**config.mk**
```make
export PLATFORM = sky130hd
export DESIGN_NAME = keyer_top
export DESIGN_NICKNAME = d
export VERILOG_FILES = /design/src/logic/keyer_pkg.sv /design/src/logic/centroid_divider.sv /design/src/logic/centroid_tracker.sv /design/src/logic/chroma_key.sv /design/src/logic/keyer_top.sv /design/src/logic/overlay_mux.sv /design/src/logic/pipe_delay.sv
export VERILOG_INCLUDE_DIRS = /design/src /design/src/logic
export SDC_FILE = /design/constraint.sdc
export NUM_CORES = 1
export LEC_CHECK = 0
export BUFFER_PORTS_ARGS = -buffer_cell sky130_fd_sc_hd__clkbuf_2
export CAP_MARGIN = 20
export CORE_AREA = 2 2 210 212
export CTS_CLUSTER_DIAMETER = 150
export DETAILED_ROUTE_END_ITERATION = 8
export DIE_AREA = 0 0 212 214
export PLACE_DENSITY = 0.77
export SYNTH_ARGS = -nofsm -noshare
export SYNTH_HDL_FRONTEND = slang
export SYNTH_SLANG_ARGS = --single-unit
export TNS_END_PERCENT = 20
```
**constraint.sdc**
```tcl
create_clock -name clk_pixel -period 4.9 [get_ports clk_pixel]
set_clock_uncertainty 0.15 [all_clocks]
set_input_delay 0.49 -clock clk_pixel [delete_from_list [all_inputs] [get_ports clk_pixel]]
set_output_delay 0.49 -clock clk_pixel [all_outputs]
set_load 0.03 [all_outputs]
```
**src/logic/keyer_consts.svh**
```systemverilog
`ifndef KEYER_CONSTS_SVH
`define KEYER_CONSTS_SVH

// active raster geometry
`define KEYER_SCREEN_WIDTH  1280
`define KEYER_SCREEN_HEIGHT 720

// coordinate and accumulator widths
`define KEYER_HCOUNT_W 11
`define KEYER_VCOUNT_W 10
`define KEYER_SUM_W    32
`define KEYER_COUNT_W  21

// rgb to cr/cb weights, result is (sum >>> 8) + offset
`define KEYER_CR_R          112
`define KEYER_CR_G          (-94)
`define KEYER_CR_B          (-18)
`define KEYER_CB_R          (-38)
`define KEYER_CB_G          (-74)
`define KEYER_CB_B          112
`define KEYER_CHROMA_OFFSET 128

// backdrop thresholds used when nothing better is known
`define KEYER_CR_UPPER_DEFAULT 8'd144
`define KEYER_CB_UPPER_DEFAULT 8'd144

// pipeline depths in pixel clocks
`define KEYER_KEY_LATENCY 4
`define KEYER_OUT_LATENCY 5

// display colors
`define KEYER_CROSSHAIR_COLOR 24'hFF0000
`define KEYER_PLAYER_COLOR    24'hFFFFFF
`define KEYER_KEY_COLOR       24'h000000

`endif

```
**src/logic/keyer_pkg.sv**
```systemverilog
`include "keyer_consts.svh"

package keyer_pkg;

  // raw frame buffer pixel, 5:6:5
  typedef logic [15:0] rgb565_t;

  // widened pixel, 8 bits per channel
  typedef struct packed {
    logic [7:0] red;
    logic [7:0] green;
    logic [7:0] blue;
  } rgb888_t;

  // raster coordinates
  typedef logic [`KEYER_HCOUNT_W-1:0] hcount_t;
  typedef logic [`KEYER_VCOUNT_W-1:0] vcount_t;

  // tag that rides along beside each pixel
  typedef struct packed {
    hcount_t hcount;
    vcount_t vcount;
    // inside the visible area
    logic    active;
    // single cycle after the last active pixel
    logic    frame_end;
  } raster_t;

  // what the overlay paints underneath the crosshair
  typedef enum logic {
    VIEW_CAMERA = 1'b0,
    VIEW_MASK   = 1'b1
  } view_mode_t;

endpackage

```
**src/logic/centroid_divider.sv**
```systemverilog
`timescale 1ns/100ps
`include "keyer_consts.svh"

module centroid_divider (
  input  logic                      clk_pixel,
  input  logic                      recent_reset,
  input  logic                      start_i,
  input  logic [`KEYER_SUM_W-1:0]   dividend_i,
  input  logic [`KEYER_COUNT_W-1:0] divisor_i,
  output logic                      busy_o,
  output logic                      done_o,
  output logic [`KEYER_SUM_W-1:0]   quotient_o
);

  localparam int SUM_W   = `KEYER_SUM_W;
  localparam int COUNT_W = `KEYER_COUNT_W;
  localparam int STEP_W  = $clog2(SUM_W);
  localparam logic [STEP_W-1:0] LAST_STEP = STEP_W'(SUM_W - 1);

  // quotient register doubles as the dividend shifter
  logic [SUM_W-1:0]   quo_q;
  logic [COUNT_W-1:0] rem_q;
  logic [COUNT_W-1:0] div_q;
  logic [STEP_W-1:0]  step_q;
  logic [COUNT_W:0]   trial;
  logic [COUNT_W:0]   diff;
  logic               fits;

  // bring down the next dividend bit and try a subtract
  assign trial = {rem_q, quo_q[SUM_W-1]};
  assign diff  = trial - {1'b0, div_q};
  assign fits  = trial >= {1'b0, div_q};

  always_ff @(posedge clk_pixel) begin
    if (recent_reset) begin
      busy_o <= 1'b0;
      done_o <= 1'b0;
      step_q <= '0;
    end else begin
      done_o <= 1'b0;
      if (!busy_o && start_i) begin
        busy_o <= 1'b1;
        step_q <= LAST_STEP;
      end else if (busy_o) begin
        step_q <= step_q - 1'b1;
        // last quotient bit lands on this edge
        if (step_q == '0) begin
          busy_o <= 1'b0;
          done_o <= 1'b1;
        end
      end
    end
  end

  // operands and partial results
  always_ff @(posedge clk_pixel) begin
    if (!busy_o && start_i) begin
      quo_q <= dividend_i;
      rem_q <= '0;
      div_q <= divisor_i;
    end else if (busy_o) begin
      // restore by simply keeping the unsubtracted trial
      rem_q <= fits ? diff[COUNT_W-1:0] : trial[COUNT_W-1:0];
      quo_q <= {quo_q[SUM_W-2:0], fits};
    end
  end

  assign quotient_o = quo_q;

endmodule

```
**src/logic/centroid_tracker.sv**
```systemverilog
`timescale 1ns/100ps
`include "keyer_consts.svh"

module centroid_tracker (
  input  logic                clk_pixel,
  input  logic                recent_reset,
  input  keyer_pkg::raster_t  tag_i,
  input  logic                player_i,
  output keyer_pkg::hcount_t  com_x_o,
  output keyer_pkg::vcount_t  com_y_o,
  output logic                com_valid_o
);

  localparam int SUM_W   = `KEYER_SUM_W;
  localparam int COUNT_W = `KEYER_COUNT_W;

  logic [SUM_W-1:0]   x_sum_q;
  logic [SUM_W-1:0]   y_sum_q;
  logic [COUNT_W-1:0] count_q;
  logic               launch;
  logic               x_busy;
  logic               y_busy;
  logic               x_done;
  logic               y_done;
  logic [SUM_W-1:0]   x_quo;
  logic [SUM_W-1:0]   y_quo;

  // ==========================================================================
  // per frame accumulation
  // ==========================================================================

  // divide only when there is something to average and both units are free
  // otherwise this frame's result is simply lost
  assign launch = tag_i.frame_end && (count_q != '0) && !x_busy && !y_busy;

  always_ff @(posedge clk_pixel) begin
    if (recent_reset) begin
      x_sum_q <= '0;
      y_sum_q <= '0;
      count_q <= '0;
    end else if (tag_i.frame_end) begin
      // dividers latch the sums on this same edge
      x_sum_q <= '0;
      y_sum_q <= '0;
      count_q <= '0;
    end else if (tag_i.active && player_i) begin
      x_sum_q <= x_sum_q + SUM_W'(tag_i.hcount);
      y_sum_q <= y_sum_q + SUM_W'(tag_i.vcount);
      count_q <= count_q + COUNT_W'(1);
    end
  end

  // ==========================================================================
  // mean per axis
  // ==========================================================================
  centroid_divider u_div_x (
    .clk_pixel    (clk_pixel),
    .recent_reset (recent_reset),
    .start_i      (launch),
    .dividend_i   (x_sum_q),
    .divisor_i    (count_q),
    .busy_o       (x_busy),
    .done_o       (x_done),
    .quotient_o   (x_quo)
  );

  centroid_divider u_div_y (
    .clk_pixel    (clk_pixel),
    .recent_reset (recent_reset),
    .start_i      (launch),
    .dividend_i   (y_sum_q),
    .divisor_i    (count_q),
    .busy_o       (y_busy),
    .done_o       (y_done),
    .quotient_o   (y_quo)
  );

  // both start together with equal latency, so done arrives together
  // a mean never exceeds the largest coordinate, upper bits are zero
  always_ff @(posedge clk_pixel) begin
    if (recent_reset) begin
      com_x_o     <= '0;
      com_y_o     <= '0;
      com_valid_o <= 1'b0;
    end else begin
      com_valid_o <= x_done && y_done;
      if (x_done && y_done) begin
        com_x_o <= x_quo[`KEYER_HCOUNT_W-1:0];
        com_y_o <= y_quo[`KEYER_VCOUNT_W-1:0];
      end
    end
  end

endmodule

```
**src/logic/chroma_key.sv**
```systemverilog
`timescale 1ns/100ps
`include "keyer_consts.svh"

module chroma_key (
  input  logic                clk_pixel,
  input  logic                recent_reset,
  input  keyer_pkg::rgb565_t  pixel_i,
  input  logic [7:0]          cr_upper_i,
  input  logic [7:0]          cb_upper_i,
  output keyer_pkg::rgb888_t  color_o,
  output logic                player_o
);

  // weights as 9 bit signed so each product is a plain 9x9 multiply
  localparam logic signed [8:0]  W_CR_R = 9'(`KEYER_CR_R);
  localparam logic signed [8:0]  W_CR_G = 9'(`KEYER_CR_G);
  localparam logic signed [8:0]  W_CR_B = 9'(`KEYER_CR_B);
  localparam logic signed [8:0]  W_CB_R = 9'(`KEYER_CB_R);
  localparam logic signed [8:0]  W_CB_G = 9'(`KEYER_CB_G);
  localparam logic signed [8:0]  W_CB_B = 9'(`KEYER_CB_B);
  localparam logic signed [17:0] CHROMA_OFFSET = 18'(`KEYER_CHROMA_OFFSET);

  keyer_pkg::rgb888_t color_q;
  logic signed [17:0] cr_prod_q [3];
  logic signed [17:0] cb_prod_q [3];
  logic signed [17:0] cr_sum;
  logic signed [17:0] cb_sum;
  logic [7:0]         cr_q;
  logic [7:0]         cb_q;

  // scale down, recentre and saturate to one byte
  function automatic logic [7:0] clip_chroma(input logic signed [17:0] sum);
    logic signed [17:0] level;
    level = (sum >>> 8) + CHROMA_OFFSET;
    if (level < 0) begin
      return 8'h00;
    end else if (level > 18'sd255) begin
      return 8'hFF;
    end
    return level[7:0];
  endfunction

  // ==========================================================================
  // stage 1: widen 5:6:5 to 8:8:8 with zero low bits
  // ==========================================================================
  always_ff @(posedge clk_pixel) begin
    color_q.red   <= {pixel_i[15:11], 3'b000};
    color_q.green <= {pixel_i[10:5], 2'b00};
    color_q.blue  <= {pixel_i[4:0], 3'b000};
  end

  // ==========================================================================
  // stages 2 and 3: weighted products, then sum and clip
  // ==========================================================================
  always_ff @(posedge clk_pixel) begin
    // channels are unsigned, so prepend a zero before going signed
    cr_prod_q[0] <= $signed({1'b0, color_q.red}) * W_CR_R;
    cr_prod_q[1] <= $signed({1'b0, color_q.green}) * W_CR_G;
    cr_prod_q[2] <= $signed({1'b0, color_q.blue}) * W_CR_B;
    cb_prod_q[0] <= $signed({1'b0, color_q.red}) * W_CB_R;
    cb_prod_q[1] <= $signed({1'b0, color_q.green}) * W_CB_G;
    cb_prod_q[2] <= $signed({1'b0, color_q.blue}) * W_CB_B;
  end

  // largest magnitude is 255 * 112, well inside 18 bits
  assign cr_sum = cr_prod_q[0] + cr_prod_q[1] + cr_prod_q[2];
  assign cb_sum = cb_prod_q[0] + cb_prod_q[1] + cb_prod_q[2];

  always_ff @(posedge clk_pixel) begin
    cr_q <= clip_chroma(cr_sum);
    cb_q <= clip_chroma(cb_sum);
  end

  // stage 4: backdrop when both chroma values sit at or under their limit
  always_ff @(posedge clk_pixel) begin
    if (recent_reset) begin
      player_o <= 1'b0;
    end else begin
      player_o <= !((cr_q <= cr_upper_i) && (cb_q <= cb_upper_i));
    end
  end

  // color already spent one cycle in color_q
  pipe_delay #(
    .payload_t (keyer_pkg::rgb888_t),
    .DEPTH     (`KEYER_KEY_LATENCY - 1)
  ) u_color_delay (
    .clk_pixel    (clk_pixel),
    .recent_reset (recent_reset),
    .data_i       (color_q),
    .data_o       (color_o)
  );

endmodule

```
**src/logic/keyer_top.sv**
```systemverilog
`timescale 1ns/100ps
`include "keyer_consts.svh"

module keyer_top (
  input  logic                   clk_pixel,
  input  logic                   recent_reset,
  input  keyer_pkg::rgb565_t     pixel_i,
  input  keyer_pkg::hcount_t     hcount_i,
  input  keyer_pkg::vcount_t     vcount_i,
  input  logic                   active_i,
  input  logic                   frame_end_i,
  input  logic [7:0]             cr_upper_i,
  input  logic [7:0]             cb_upper_i,
  input  keyer_pkg::view_mode_t  view_mode_i,
  input  logic                   crosshair_en_i,
  output keyer_pkg::rgb888_t     pixel_o,
  output logic                   active_o,
  output keyer_pkg::hcount_t     com_x_o,
  output keyer_pkg::vcount_t     com_y_o,
  output logic                   com_valid_o
);

  keyer_pkg::raster_t tag_in;
  keyer_pkg::raster_t tag_key;
  keyer_pkg::rgb888_t color_key;
  logic               player_key;

  // bundle the raster strobes into the tag
  assign tag_in = {hcount_i, vcount_i, active_i, frame_end_i};

  // ==========================================================================
  // keying path, everything below lines up at the key latency
  // ==========================================================================
  chroma_key u_chroma_key (
    .clk_pixel    (clk_pixel),
    .recent_reset (recent_reset),
    .pixel_i      (pixel_i),
    .cr_upper_i   (cr_upper_i),
    .cb_upper_i   (cb_upper_i),
    .color_o      (color_key),
    .player_o     (player_key)
  );

  pipe_delay #(
    .payload_t (keyer_pkg::raster_t),
    .DEPTH     (`KEYER_KEY_LATENCY)
  ) u_tag_delay (
    .clk_pixel    (clk_pixel),
    .recent_reset (recent_reset),
    .data_i       (tag_in),
    .data_o       (tag_key)
  );

  centroid_tracker u_tracker (
    .clk_pixel    (clk_pixel),
    .recent_reset (recent_reset),
    .tag_i        (tag_key),
    .player_i     (player_key),
    .com_x_o      (com_x_o),
    .com_y_o      (com_y_o),
    .com_valid_o  (com_valid_o)
  );

  // final register stage of the pixel path
  overlay_mux u_overlay (
    .clk_pixel      (clk_pixel),
    .recent_reset   (recent_reset),
    .tag_i          (tag_key),
    .player_i       (player_key),
    .color_i        (color_key),
    .com_x_i        (com_x_o),
    .com_y_i        (com_y_o),
    .view_mode_i    (view_mode_i),
    .crosshair_en_i (crosshair_en_i),
    .pixel_o        (pixel_o),
    .active_o       (active_o)
  );

endmodule

```
**src/logic/overlay_mux.sv**
```systemverilog
`timescale 1ns/100ps
`include "keyer_consts.svh"

module overlay_mux (
  input  logic                   clk_pixel,
  input  logic                   recent_reset,
  input  keyer_pkg::raster_t     tag_i,
  input  logic                   player_i,
  input  keyer_pkg::rgb888_t     color_i,
  input  keyer_pkg::hcount_t     com_x_i,
  input  keyer_pkg::vcount_t     com_y_i,
  input  keyer_pkg::view_mode_t  view_mode_i,
  input  logic                   crosshair_en_i,
  output keyer_pkg::rgb888_t     pixel_o,
  output logic                   active_o
);

  keyer_pkg::rgb888_t background;
  keyer_pkg::rgb888_t pixel_next;
  logic               on_crosshair;

  // camera image or binary mask underneath
  always_comb begin
    if (view_mode_i == keyer_pkg::VIEW_MASK) begin
      background = player_i ? keyer_pkg::rgb888_t'(`KEYER_PLAYER_COLOR)
                            : keyer_pkg::rgb888_t'(`KEYER_KEY_COLOR);
    end else begin
      background = color_i;
    end
  end

  // one full column and one full row through the held centroid
  assign on_crosshair = crosshair_en_i &&
                        ((tag_i.hcount == com_x_i) || (tag_i.vcount == com_y_i));

  always_comb begin
    pixel_next = background;
    if (on_crosshair) begin
      pixel_next = keyer_pkg::rgb888_t'(`KEYER_CROSSHAIR_COLOR);
    end
    // blanking is always black
    if (!tag_i.active) begin
      pixel_next = '0;
    end
  end

  // output register, last stage of the pixel path
  always_ff @(posedge clk_pixel) begin
    pixel_o <= pixel_next;
  end

  always_ff @(posedge clk_pixel) begin
    if (recent_reset) begin
      active_o <= 1'b0;
    end else begin
      active_o <= tag_i.active;
    end
  end

endmodule

```
**src/logic/pipe_delay.sv**
```systemverilog
`timescale 1ns/100ps

module pipe_delay #(
  parameter type payload_t = logic,
  parameter int  DEPTH     = 1
) (
  input  logic     clk_pixel,
  input  logic     recent_reset,
  input  payload_t data_i,
  output payload_t data_o
);

  // stage 0 takes the input, stage DEPTH-1 drives the output
  payload_t stage_q [DEPTH];

  always_ff @(posedge clk_pixel) begin
    if (recent_reset) begin
      // flush so no stale strobe bit leaks out after reset
      for (int i = 0; i < DEPTH; i++) begin
        stage_q[i] <= '0;
      end
    end else begin
      stage_q[0] <= data_i;
      for (int i = 1; i < DEPTH; i++) begin
        stage_q[i] <= stage_q[i-1];
      end
    end
  end

  assign data_o = stage_q[DEPTH-1];

endmodule

```
# After elaboration in Yosys (flattened, before gate mapping)
# Memories as Yosys holds them, arrays and structs flattened.
# Index checks and enable logic that the tools add are counted.
[totals]
ramBits = 254
n_memories = 4
regBits = 327
input_bits = 59
output_inout_bits = 47
wordCells = 134
[memory_table]
columns = ["name", "depth", "width", "read_ports", "rd_clocked_by_memory_dff", "wr", "line_no", "rtl"]
rows = [
  ["u_tag_delay.stage_q", 4, 23, 4, 0, 4, "pipe_delay.sv:14", "payload_t stage_q [DEPTH];"],
  ["u_chroma_key.u_color_delay.stage_q", 3, 24, 3, 0, 3, "pipe_delay.sv:14", ""],
  ["u_chroma_key.cb_prod_q", 3, 15, 3, 0, 3, "chroma_key.sv:25", "logic signed [17:0] cb_prod_q [3];"],
  ["u_chroma_key.cr_prod_q", 3, 15, 3, 0, 3, "chroma_key.sv:24", "logic signed [17:0] cr_prod_q [3];"],
]
[classes]
n_reduce_logical = 22
eq_ne = 2
n_lt_le_gt_ge = 8
add_sub_neg = 13
bitwise = 10
muxes = 41
mul = 6
[op_table]
columns = ["operator", "count"]
rows = [
  ["two-way mux 24 bit", 6],
  ["two-way mux 32 bit", 4],
  ["two-way mux 23 bit", 4],
  ["adder 18 bit", 4],
  ["two-way mux 8 bit", 6],
  [">= comparator 22 x 21 -> 1 bit", 2],
  ["two-way mux 21 bit", 2],
  ["subtractor 21 bit", 2],
  ["adder 32 x 10 -> 32 bit", 1],
  ["adder 32 x 11 -> 32 bit", 1],
  ["multiplier 7 x 7 -> 14 bit, second input constant", 2],
  ["adder 10 x 9 -> 11 bit, second input constant", 2],
  ["> comparator 11 x 9 -> 1 bit, second input constant", 2],
  ["less-than comparator 11 x 1 -> 1 bit, second input constant", 2],
  ["adder 21 x 1 -> 21 bit, second input constant", 1],
  ["nonzero test 21 bit", 1],
  ["two-way mux 5 bit", 4],
  ["less-or-equal comparator 8 bit", 2],
  ["multiplier 5 x 3 -> 8 bit, second input constant", 2],
  ["two-way mux 1 bit", 15],
  ["multiplier 6 x 6 -> 12 bit, second input constant", 1],
  ["equality test 11 bit", 1],
  ["multiplier 6 x 5 -> 11 bit, second input constant", 1],
  ["equality test 10 bit", 1],
  ["other kinds (10)", 33],
]

# Logic depth before layout (Yosys ltp)
# An unclocked memory read counts as a cell.
[logic_depth]
depth_word = 8
ltp_mapped = 18
depth_no_buf = 18

# Cells and area by module
# From an unflattened synthesis, not the netlist that was laid out.
[unflattened]
cells_unflattened = 2664
hier_area_um2 = 27496.4
[modules_own_cells]
columns = ["mod", "cells_per_inst", "area_per_inst_um2", "seq_area_each_um2", "instances"]
rows = [
  ["chroma_key", 723, 7295.7, 1901.8, 1],
  ["centroid_tracker", 644, 5350.1, 2142.1, 1],
  ["centroid_divider at u_tracker.u_div_y", 438, 4624.4, 2152.1, 1],
  ["centroid_divider at u_tracker.u_div_x", 374, 4324.1, 2152.1, 1],
  ["pipe_delay at u_tag_delay", 194, 2523.7, 1841.8, 1],
  ["pipe_delay at u_chroma_key.u_color_delay", 176, 2162.1, 1441.4, 1],
  ["overlay_mux", 115, 1216.2, 500.5, 1],
]

# Worst setup path before layout
# OpenSTA, ideal clock, no wires.
[synth_timing]
path_kind = "register to register"
from = "reg u_chroma_key.color_q[12] (netlist name)"
to = "mem u_chroma_key.cb_prod_q[0][29] (netlist name)"
setup_slack_ps = 1024
setup_ps = 86
period_less_slack_ps = 3876
arrival_time_ps = 3641
stages_incl_launch_ff = 18
n_path_buf = 0
required_ps = 4664
path_cell_list = "dfxtp_1 inv_1 ha_1 inv_1 ha_1 inv_1 fa_1 fa_1 inv_1 ha_1 a21o_1 a21oi_1 o21bai_1 a21oi_1 o21bai_1 a21oi_1 nor4b_1 a211oi_1"
[synth_rtl]
columns = ["element", "line_no", "rtl"]
rows = [
  ["from (decl)", "chroma_key.sv:23", "keyer_pkg::rgb888_t color_q;"],
  ["to (decl)", "chroma_key.sv:25", ""],
]

==> results.cfg <==
[detailed_routing]
routed_wl_mm = 53.5
drtIter0Drc = 1078
ant_nets = 0
vias = 18300
viasPerCell = 5.48
drc = 0
avgRoutedWirePerCell_um = 16.0
dr.pass1.iters = 5

[grt]
antenna_found_initial = 0
grt_usage_pct = 23.9
grt_pass1_vias = 18600
grt.overflow.total = 0
grt_pass1_wl_mm = 89.3
grt_max_degree = 90

[timing]
period_share_pct = 87.7
maxSlewHeadroom_pct = 26.6
rsz0062_at_grt = false
clock.fmax_mhz = 233
setup_viol = 0
slew_viol_final = 0
fin_setup_tns_ns = 0
min_period_ns = 4.29
timing_worst_slew_pin_value_ns = 1.10
whs_ns = 0.0478
finalHoldViolCount = 0

[worst_setup_path]
r2r_cells = 17
crit_top_cell = inv_1
reg2reg_slack_ns = 0.61
max_stage_delay_ns = 0.54
path_max_fanout = 6
critical_path_buf_inv_count = 4
crit_cells = 17
crit_path_top_delay_cell = fa_1
cp.arrival_ns = 4.67
worstSetupEndpointType = flop
crit_family = adder cells
path_class = reg -> reg
required_ns = 5.27
cp_cell_sequence = inv_1, ha_1, inv_1, ha_1, inv_1, fa_1, fa_1, inv_1, ha_1, a21o_1, a21oi_1, o21bai_1, a21oi_1, o21bai_1, a21oi_1, nor4b_1, a211oi_1
crit_path_start_kind = flop

[cells_and_area]
layout-drive-gt1-share_pct = 8.91
nets = 3066
stdcell_area_um2 = 28700
synthToLayoutAreaGrowth_pct = 12.4
diodes = 0
final_cells = 3345
utilization_pct = 66.9

[placed_design]
gp_congestion = 0.893
dp_hpwl_mm = 37.2
placed_cell_area_um2 = 26500
port_buffers = 105
dp.cells = 3210

[synth]
syn_nets = 2943
synth_seq_area_share_pct = 45.2
synthDominantCellAreaShare_pct = 32.7
synth_area_leaders = dfxtp_1 33%, edfxtp_1 12%, ha_1 12%
synth_seq_cells = 523
ys_warn_count = 0
yosys-top-cells-count = 417 x dfxtp_1, 309 x nand2_1, 236 x ha_1
avgSynthCellArea_um2 = 9.83
syn_area_um2 = 25500
yosysMostFrequentCell = dfxtp_1
synth_top_area_cell = dfxtp_1
synth_edf_count = 106
ys_types = 91
synth-async-reset-ratio_pct = 0
postSynthCellCount = 2595
synth_flop_cell = dfxtp_1

[floorplan]
chipWidth_um = 212
start_util_pct = 59.5
dieArea_um2 = 45400
io_pins = 106
rows = 76
chipHeight_um = 214
coreArea_um2 = 42900

[clocking]
numCtsBuffers = 51
root_buffer = clkbuf_16
cts_tree = built
clkTransAtPathRegs_ns = 0.06
clockBufferDepth = 3
htreeDepth = 2
clk_latency_ns = 0.62
cts_resized = 0
clkSinkCount = 523

[worst_hold_path]
hold_class = in -> reg
min_path_cells = 2

[flow_run]
drv_cap = 0

[outcome]
status = completed

[pwr]
leakage_nw = 12.7
vdd_drop_max_mv = 0.367
power_density_nw_per_um2 = 440
cells in the final DEF (no fill, tap or decap), types with 18 or more instances in the layout:
cell type	count
dfxtp_1	417
nand2_1	309
ha_1	236
inv_1	218
a21oi_1	155
nor2b_1	147
nor2_1	141
xnor2_1	107
edfxtp_1	106
clkbuf_2	104
xor2_1	56
nand3_1	56
o21ai_0	55
clkbuf_16	55
fa_1	53
a21o_1	48
nor3_1	39
dlygate4sd3_1	39
nand4_1	24
o211ai_1	21
a211oi_1	20
or3_1	20
mux2i_1	19
buf_4	19
and3_1	18
registers in the layout, indices dropped and copies added, names as in the netlist, 16 cells and up:
name,cells
u_chroma_key.cb_prod_q,33
u_chroma_key.color_q,16
u_chroma_key.cr_prod_q,29
u_chroma_key.u_color_delay.stage_q,48
u_overlay.pixel_o,18
u_tag_delay.stage_q,92
u_tracker.count_q,21
u_tracker.u_div_x.div_q,21
u_tracker.u_div_x.quotient_o,32
u_tracker.u_div_x.rem_q,21
u_tracker.u_div_y.div_q,21
u_tracker.u_div_y.quotient_o,32
u_tracker.u_div_y.rem_q,21
u_tracker.x_sum_q,32
u_tracker.y_sum_q,32
path summary, 6_finish.rpt:
path | from | end
hold reg to reg | u_tag_delay.stage_q[2][17] | u_tag_delay.stage_q[3][17]
setup reg to reg | u_chroma_key.color_q[12] | u_chroma_key.cb_prod_q[0][29]
setup / recovery | u_chroma_key.color_q[12] | u_chroma_key.cb_prod_q[0][29]
hold / removal | recent_reset | u_tag_delay.stage_q[1][7]
power breakdown:
part	leakage [nW]	internal [W]	total (W)	switching, W
sequential	4.38	0.00472	0.00490	0.000179
combinational	7.43	0.00167	0.00375	0.00207
clock	0.853	0.00227	0.00397	0.00170
worst register-to-register path, delay by kind of cell (launching register included):
| kind | cells | cell delay, ns |
|---|---|---|
| buffers and inverters | 4 | 0.26 |
| DFF | 1 | 0.43 |
| AOI/OAI and AO/OA | 7 | 1.31 |
| adders and majority gates | 5 | 1.95 |
| and+or+nand+nor | 1 | 0.10 |
timing repair:
action / in CTS / in global routing
hold buffers: 39 / 0
endpoints found under the hold margin: 39 / 0
setup endpoints to repair: 0 / 0
setup buffers: 0 / 0
logic make-up after synthesis:
kind of cell	share of synthesized area, %
fa+ha+maj	15.7
xor+xnor	5.60
mux	1.58
buf+inv	4.75
compound gates	11.3
simple gates	15.8
flops	45.2
routing by layer:
| metal | part of all wire, % | track usage (%) | vias up |
|---|---|---|---|
| met2 | 48 | 41.0 | 408 |
| met3 | 4.7 | 3.94 | 82 |
| met1 | 45 | 31.2 | 8795 |
| met4 | 2.1 | 6.64 | 0 |
| li1 | - | - | 9044 |
| met5 | 0 | 0 | - |
stage by stage:
step                      setup WS [ns]  power (W)
after floorplan                    1.02    0.00789
after CTS                         0.628     0.0127
final                             0.605     0.0126
after detailed placement          0.669    0.00868
after global placement            0.816    0.00851
after global routing              0.406     0.0134
area by class of cell:
class,count,area [µm²]
flip-flops and latches,523,11500
inverters,220,826
clock buffers,75,1550
fillers,3178,14200
repair buffers,163,1060
multi-input cells,1759,12800
clock inverters,20,203
well taps,585,732
Power figures use the tool's default switching activity.
